$ cat config.mk
export PLATFORM = sky130hd
export DESIGN_NAME = sqrt_unit
export DESIGN_NICKNAME = d
export VERILOG_FILES = /design/src/hdl/sqrt_pkg.sv /design/src/hdl/sqrt_operand_if.sv /design/src/hdl/sqrt_stage_reg.sv /design/src/hdl/sqrt_operand_prep.sv /design/src/hdl/sqrt_digit_core.sv /design/src/hdl/sqrt_unit.sv
export SDC_FILE = /design/constraint.sdc
export NUM_CORES = 1
export LEC_CHECK = 0
export ABC_AREA = 1
export BUFFER_PORTS_ARGS = -buffer_cell sky130_fd_sc_hd__clkbuf_2
export CAP_MARGIN = 20
export CORE_ASPECT_RATIO = 1.75
export CORE_MARGIN = 2
export CORE_UTILIZATION = 50
export CTS_BUF_LIST = sky130_fd_sc_hd__clkbuf_8
export CTS_CLUSTER_SIZE = 25
export DETAILED_ROUTE_END_ITERATION = 8
export PLACE_DENSITY = 0.72
export SLEW_MARGIN = 20
export SYNTH_ARGS = -nofsm -noshare
export SYNTH_HDL_FRONTEND = slang
export SYNTH_SLANG_ARGS = --single-unit
$ cat constraint.sdc
create_clock -name clk -period 1.9 [get_ports clk]
set_input_delay 0.19 -clock clk [delete_from_list [all_inputs] [get_ports clk]]
set_output_delay 0.19 -clock clk [all_outputs]
set_load 0.1 [all_outputs]
$ cat src/hdl/sqrt_pkg.sv
package sqrt_pkg;

    // ======================================================================
    // format widths
    // ======================================================================
    localparam int MANT_W     = 11;
    localparam int EXP_W      = 7;

    // one result bit per iteration
    localparam int ITER_COUNT = 11;

    // ======================================================================
    // special encodings
    // ======================================================================
    localparam logic signed [EXP_W-1:0] EXP_ZERO    = -7'sd15;
    localparam logic signed [EXP_W-1:0] EXP_SPECIAL = 7'sd16;
    localparam logic [MANT_W-1:0]       NAN_MANT    = 11'b100_0000_0000;

    // operand class after preparation
    typedef enum logic [1:0] {
        CLS_NUM,
        CLS_ZERO,
        CLS_NAN,
        CLS_PINF
    } op_class_t;

    // raw operand as it arrives at the top level
    typedef struct packed {
        logic                     sign;
        logic signed [EXP_W-1:0]  exp;
        logic [MANT_W-1:0]        mant;
        logic                     is_nan;
        logic                     is_pinf;
        logic                     is_ninf;
        logic                     is_num;
    } sqrt_raw_t;

    // finished result without a -Inf flag
    typedef struct packed {
        logic                     sign;
        logic signed [EXP_W-1:0]  exp;
        logic [MANT_W-1:0]        mant;
        logic                     is_nan;
        logic                     is_pinf;
    } sqrt_result_t;

endpackage

$ cat src/hdl/sqrt_operand_if.sv
`timescale 1ns/1ps

interface sqrt_operand_if import sqrt_pkg::*; ();

    logic                    valid;
    logic                    ready;
    op_class_t               op_class;
    logic                    sign;
    // significand doubled when the exponent is odd
    logic [MANT_W:0]         work_mant;
    logic signed [EXP_W-1:0] half_exp;

    modport src (
        output valid, op_class, sign, work_mant, half_exp,
        input  ready
    );

    modport dst (
        input  valid, op_class, sign, work_mant, half_exp,
        output ready
    );

endinterface

$ cat src/hdl/sqrt_stage_reg.sv
`timescale 1ns/1ps

module sqrt_stage_reg #(
    parameter type T = logic
) (
    input  logic clk,
    input  logic arst_n,

    input  logic in_valid,
    output logic in_ready,
    input  T     in_data,

    output logic out_valid,
    input  logic out_ready,
    output T     out_data
);

    logic full;
    T     data_q;

    // a new item may enter while the held one is leaving
    assign in_ready  = !full || out_ready;
    assign out_valid = full;
    assign out_data  = data_q;

    always_ff @(posedge clk or negedge arst_n) begin
        if (!arst_n) begin
            full <= 1'b0;
        end else if (in_valid && in_ready) begin
            full <= 1'b1;
        end else if (out_ready) begin
            full <= 1'b0;
        end
    end

    // payload register
    always_ff @(posedge clk) begin
        if (in_valid && in_ready) begin
            data_q <= in_data;
        end
    end

    // ======================================================================
    // checks
    // ======================================================================
    a_hold_stable: assert property (
        @(posedge clk) disable iff (!arst_n)
        (out_valid && !out_ready) |=> (out_valid && $stable(out_data))
    ) else $error("stage payload changed while stalled");

endmodule

$ cat src/hdl/sqrt_operand_prep.sv
`timescale 1ns/1ps

module sqrt_operand_prep import sqrt_pkg::*; (
    input  logic      raw_valid,
    output logic      raw_ready,
    input  sqrt_raw_t raw,

    sqrt_operand_if.src op
);

    logic                    exp_odd;
    logic                    mant_zero;
    logic signed [EXP_W-1:0] adj_exp;
    op_class_t               cls;

    // handshake passes straight through
    assign op.valid  = raw_valid;
    assign raw_ready = op.ready;

    // ======================================================================
    // classification
    // ======================================================================
    assign mant_zero = (raw.mant == '0);

    // flags win over the zero code
    always_comb begin
        if (raw.is_nan || raw.is_ninf || !raw.is_num) begin
            cls = CLS_NAN;
        end else if (raw.is_pinf) begin
            cls = CLS_PINF;
        end else if ((raw.exp == EXP_ZERO) && mant_zero) begin
            cls = CLS_ZERO;
        end else begin
            cls = CLS_NUM;
        end
    end

    // ======================================================================
    // working significand and exponent
    // ======================================================================
    assign exp_odd = raw.exp[0];

    // an odd exponent doubles the significand and steps the exponent down to even
    assign op.work_mant = exp_odd ? {raw.mant, 1'b0} : {1'b0, raw.mant};
    assign adj_exp      = exp_odd ? (raw.exp - 7'sd1) : raw.exp;

    // adjusted exponent is even, so the shift is exact
    assign op.half_exp  = adj_exp >>> 1;

    assign op.op_class  = cls;
    assign op.sign      = raw.sign;

endmodule

$ cat src/hdl/sqrt_digit_core.sv
`timescale 1ns/1ps

module sqrt_digit_core import sqrt_pkg::*; #(
    parameter int ITER_COUNT = sqrt_pkg::ITER_COUNT
) (
    input  logic         clk,
    input  logic         arst_n,

    sqrt_operand_if.dst  op,

    output logic         res_valid,
    input  logic         res_ready,
    output sqrt_result_t res
);

    // radicand is the working significand times 1024
    localparam int RAD_W = 2 * MANT_W;
    localparam int REM_W = MANT_W + 2;
    localparam int CNT_W = $clog2(ITER_COUNT + 1);

    typedef enum logic [1:0] {
        ST_IDLE,
        ST_ITER,
        ST_HOLD
    } state_t;

    state_t                  state;
    logic [CNT_W-1:0]        iter_cnt;

    logic [RAD_W-1:0]        radicand;
    logic [REM_W-1:0]        remainder;
    logic [MANT_W-1:0]       root;
    op_class_t               cls_q;
    logic                    sign_q;
    logic signed [EXP_W-1:0] exp_q;
    sqrt_result_t            res_q;

    logic                    op_fire;
    logic                    iter_done;
    logic [REM_W-1:0]        rem_shift;
    logic [REM_W-1:0]        trial;
    logic [REM_W-1:0]        rem_sub;
    logic                    take_one;
    sqrt_result_t            res_fmt;

    assign op.ready  = (state == ST_IDLE);
    assign op_fire   = op.valid && op.ready;
    assign iter_done = (iter_cnt == CNT_W'(ITER_COUNT));

    assign res_valid = (state == ST_HOLD);
    assign res       = res_q;

    // ======================================================================
    // restoring recurrence, one root bit per cycle
    // ======================================================================
    // bring down the next two radicand bits
    assign rem_shift = {remainder[REM_W-3:0], radicand[RAD_W-1 -: 2]};
    // trial value is root followed by 01
    assign trial     = {root, 2'b01};
    assign take_one  = (rem_shift >= trial);
    assign rem_sub   = rem_shift - trial;

    // specials skip the count, so they reach hold one cycle after capture
    always_ff @(posedge clk or negedge arst_n) begin
        if (!arst_n) begin
            state    <= ST_IDLE;
            iter_cnt <= '0;
        end else begin
            case (state)
                ST_IDLE: begin
                    if (op_fire) begin
                        state    <= ST_ITER;
                        iter_cnt <= (op.op_class == CLS_NUM) ? '0 : CNT_W'(ITER_COUNT);
                    end
                end
                ST_ITER: begin
                    if (iter_done) begin
                        state <= ST_HOLD;
                    end else begin
                        iter_cnt <= iter_cnt + CNT_W'(1);
                    end
                end
                ST_HOLD: begin
                    if (res_ready) begin
                        state <= ST_IDLE;
                    end
                end
                default: state <= ST_IDLE;
            endcase
        end
    end

    always_ff @(posedge clk) begin
        if (op_fire) begin
            radicand  <= {op.work_mant, {(MANT_W - 1){1'b0}}};
            remainder <= '0;
            root      <= '0;
            cls_q     <= op.op_class;
            sign_q    <= op.sign;
            exp_q     <= op.half_exp;
        end else if ((state == ST_ITER) && !iter_done) begin
            radicand  <= radicand << 2;
            remainder <= take_one ? rem_sub : rem_shift;
            root      <= {root[MANT_W-2:0], take_one};
        end

        if ((state == ST_ITER) && iter_done) begin
            res_q <= res_fmt;
        end
    end

    // ======================================================================
    // result formatting
    // ======================================================================
    always_comb begin
        res_fmt = '0;
        case (cls_q)
            CLS_NUM: begin
                res_fmt.exp  = exp_q;
                res_fmt.mant = root;
            end
            CLS_ZERO: begin
                // zero keeps its sign
                res_fmt.sign = sign_q;
                res_fmt.exp  = EXP_ZERO;
            end
            CLS_NAN: begin
                res_fmt.sign   = 1'b1;
                res_fmt.exp    = EXP_SPECIAL;
                res_fmt.mant   = NAN_MANT;
                res_fmt.is_nan = 1'b1;
            end
            default: begin
                res_fmt.exp     = EXP_SPECIAL;
                res_fmt.is_pinf = 1'b1;
            end
        endcase
    end

    // ======================================================================
    // checks
    // ======================================================================
    a_cnt_bound: assert property (
        @(posedge clk) disable iff (!arst_n)
        iter_cnt <= CNT_W'(ITER_COUNT)
    ) else $error("iteration counter past limit");

    a_no_accept_busy: assert property (
        @(posedge clk) disable iff (!arst_n)
        op_fire |=> !op.ready
    ) else $error("operand accepted while core busy");

endmodule

$ cat src/hdl/sqrt_unit.sv
`timescale 1ns/1ps

module sqrt_unit import sqrt_pkg::*; #(
    parameter int ITER_COUNT = sqrt_pkg::ITER_COUNT
) (
    input  logic                    clk,
    input  logic                    arst_n,

    input  logic                    in_valid,
    output logic                    in_ready,
    input  logic                    sign_in,
    input  logic signed [EXP_W-1:0] exp_in,
    input  logic [MANT_W-1:0]       mant_in,
    input  logic                    is_nan_in,
    input  logic                    is_pinf_in,
    input  logic                    is_ninf_in,
    input  logic                    is_num,

    output logic                    out_valid,
    input  logic                    out_ready,
    output logic                    sign_out,
    output logic signed [EXP_W-1:0] exp_out,
    output logic [MANT_W-1:0]       mant_out,
    output logic                    is_nan_out,
    output logic                    is_pinf_out
);

    sqrt_raw_t    raw_in;
    sqrt_raw_t    raw_q;
    logic         raw_valid;
    logic         raw_ready;

    logic         res_valid;
    logic         res_ready;
    sqrt_result_t res;
    sqrt_result_t res_out;

    sqrt_operand_if op_if ();

    assign raw_in = '{
        sign:    sign_in,
        exp:     exp_in,
        mant:    mant_in,
        is_nan:  is_nan_in,
        is_pinf: is_pinf_in,
        is_ninf: is_ninf_in,
        is_num:  is_num
    };

    // ======================================================================
    // input stage, preparation, recurrence, output stage
    // ======================================================================
    sqrt_stage_reg #(.T(sqrt_raw_t)) i_in_stage (
        .clk       (clk),
        .arst_n    (arst_n),
        .in_valid  (in_valid),
        .in_ready  (in_ready),
        .in_data   (raw_in),
        .out_valid (raw_valid),
        .out_ready (raw_ready),
        .out_data  (raw_q)
    );

    sqrt_operand_prep i_prep (
        .raw_valid (raw_valid),
        .raw_ready (raw_ready),
        .raw       (raw_q),
        .op        (op_if.src)
    );

    sqrt_digit_core #(.ITER_COUNT(ITER_COUNT)) i_core (
        .clk       (clk),
        .arst_n    (arst_n),
        .op        (op_if.dst),
        .res_valid (res_valid),
        .res_ready (res_ready),
        .res       (res)
    );

    sqrt_stage_reg #(.T(sqrt_result_t)) i_out_stage (
        .clk       (clk),
        .arst_n    (arst_n),
        .in_valid  (res_valid),
        .in_ready  (res_ready),
        .in_data   (res),
        .out_valid (out_valid),
        .out_ready (out_ready),
        .out_data  (res_out)
    );

    assign sign_out    = res_out.sign;
    assign exp_out     = res_out.exp;
    assign mant_out    = res_out.mant;
    assign is_nan_out  = res_out.is_nan;
    assign is_pinf_out = res_out.is_pinf;

endmodule

==> impl_metrics.tcl <==
set metrics [dict create \
    status "completed" \
    wl_mm 10.9 \
    num_vias 3734 \
    cap_violations 0 \
    ys.flop_type "edfxtp_1" \
    fin_crit_ps 1800 \
    pin_count 50 \
    arrival_ps 2120 \
    dieHeight_um 137 \
    crit_path_cell_trace "inv_1 -> ha_4 -> nand2_2 -> inv_1 -> nand2_1 -> nand3_2 -> nand3_4 -> nand2_8 -> nor2_4 -> o21ai_2 -> nand2_1 -> inv_1" \
    antenna_found_initial 0 \
    synth-edff-count 84 \
    worst_hold_path_type "primary input to register" \
    synth-seq-cells 114 \
    syn_nets 542 \
    drtIter0Drc 145 \
    io_buffers 49 \
    post-dp-hpwl_mm 7.70 \
    total_power_mw 11.9 \
    ir_drop_mv 1.40 \
    grt_pass1_wl_mm 17.6 \
    hold_viol_final 0 \
    skew_ps 9.48 \
    ctsHtreeMaxLevel 4 \
    yosysTopAreaCellShare 0.497 \
    layout-drive-gt1-share 0.261 \
    post-place-cells 683 \
    cpLargestDelayFamily "simple AND/OR/NAND/NOR gates" \
    syn2layout_area_growth_pct 27.1 \
    post_drt_wl_per_cell_um 14.6 \
    diodes 0 \
    critical_path_class "register to register" \
    yosysSeqAreaShare 0.623 \
    cp_num_buf_inv 3 \
    slew_headroom 0.633 \
    grt_overflow 0 \
    synth_area_leaders "edfxtp_1, nand2_1, dfxtp_1, inv_1, ha_1" \
    clk_path_buf_depth 2 \
    start_util 0.515 \
    fin_ws_ps 102 \
    core_area_um2 9850 \
    ant_nets 0 \
    clock_latency_ps 410 \
    finalSetupViolCount 0 \
    place_congestion 0.867 \
    grt_pass1_vias 3800 \
    crit_top_cell "inv_1" \
    synth_area_um2 5070 \
    synthCells 497 \
    cp.required_ps 2220 \
    dr.pass1.iters 4 \
    critPathCaptureType "register" \
    crit_fanout 9 \
    cts_tree "done" \
    cpMaxStageDelayCell "dfxtp_1" \
    cts-buffers-inserted 17 \
    dp_slack_ps -99.1 \
    syn_avg_cell_area_um2 10.2 \
    drc 0 \
    finalNonFillerCells 743 \
    fmax_ghz 0.556 \
    worst_pin_slew_ps 553 \
    ys_warn_count 0 \
    clockRootBuffer "clkbuf_8" \
    p_per_area_nw_per_um2 1840 \
    yosys-top-cells-count "nand2_1, edfxtp_1, inv_1" \
    clk_pin_slew_ps 70 \
    grtUsageTotal 0.217 \
    synth.most_common_cell "nand2_1" \
    start_kind "register" \
    drv_slew 0 \
    final_net_count 650 \
    async_reset_ff_frac 0.0702 \
    vias_per_cell 5.03 \
    rows 48 \
    grt_max_degree 30 \
    p_leak_nw 2.85 \
    ys_types 35 \
    die_w_um 80.2 \
    synth_largest_area_cell "edfxtp_1" \
    cts_sinks 114 \
    die-area_um2 11000 \
    slowest_delay_ps 350 \
    period_share 0.946 \
]
## tightest hold or removal path, cell delays in order
cell,delay [ps]
clkbuf_2,90
nor2_1,60
inv_1,70
nand2_1,50
## cell families after synthesis
kind of cell | share of synthesized area
AO/OA/AOI/OAI | 0.0594
XOR/XNOR | 0.0104
adder cells (fa/ha/maj) | 0.0444
buffers and inverters | 0.0685
flip-flops | 0.623
AND/OR/NAND/NOR | 0.194
## power by group
group | leakage [nW] | internal, mW | switching, mW
registers | 1.07 | 3.67 | 0.379
clock network | 0.162 | 0.907 | 1.01
logic | 1.62 | 2.15 | 3.74
## cell type report
cell class / count / area, um^2
sequential: 114 / 3170
clock inverter: 15 / 110
multi-input combinational: 293 / 1750
fill: 784 / 3400
timing repair buffer: 108 / 763
inverter: 71 / 267
tap: 125 / 156
clock buffer: 17 / 234
## per-layer routing
layer,vias up,part of all wire,track usage
met2,94,0.60,0.418
met3,28,0.029,0.0570
met1,1752,0.33,0.200
met5,-,0,0
li1,1860,-,-
met4,0,0.037,0.118
## worst paths after layout
path                                startpoint                       end  slack [ps]  depth (start not counted)
worst max register to register  i_core.root[1]       i_core.remainder[0]         100                         12
worst min register to register  i_core.res[18]  i_out_stage.out_data[18]         420                          0
min in group asynchronous               arst_n      i_in_stage.out_valid         170                          2
worst min-delay path                 out_ready     i_out_stage.out_valid          80                          4
worst max-delay path            i_core.root[1]       i_core.remainder[0]         100                         12
max in group asynchronous               arst_n           i_core.state[1]        1540                          2
## stage by stage
stage                     cell area, um^2  hold slack [ps]  setup TNS [ps]  utilization
after CTS                            6280             64.1               0        0.638
final                                6450             82.4               0        0.655
after global routing                 6450             69.6           -33.4        0.655
after floorplan                      5080             -106               0            -
after detailed placement             5650             54.7            -960        0.574
after global placement               5650             61.1            -633        0.574
## placed cells by master (no fill, tap or decap), types with 4 or more instances in the layout
master         netlist  layout
a31oi_1             10      10
nor2_2               1       4
nand4_1              8       8
nor2_1              43      39
dlygate4sd3_1        0      25
a21oi_1             16      13
ha_1                18       7
buf_4                2      33
dfrtp_1              8       8
o21ai_0             12      12
ha_4                 0      10
nand2_2              3       6
nor2_4               3       4
clkbuf_8             0      17
clkbuf_2             0      48
nand3_1             32      31
nand2_1            118     114
clkinvlp_4           0       5
inv_2                2       5
inv_1               69      66
edfxtp_1            84      84
dfxtp_1             22      18
xor2_1               4       4
## sequential cells by signal, indices dropped and copies added (netlist names)
signal                 flops
i_in_stage.out_data       23
i_core.res                20
i_out_stage.out_data      20
i_core.radicand           12
i_core.remainder          11
i_core.root               11
i_core.exp_q               6
i_core.iter_cnt            4
i_core.cls_q               2
i_core.state               2
i_core.sign_q              1
i_in_stage.out_valid       1
i_out_stage.out_valid      1
## repair_timing
item	4_1_cts	5_1_grt
gates cloned	0	0
setup endpoints to repair	12	13
pin swaps	2	8
endpoints found under the hold margin	32	0
resized for setup	7	28
hold buffers	25	0
setup buffers	0	3
Note: power is estimated with default switching activity, not from simulation.
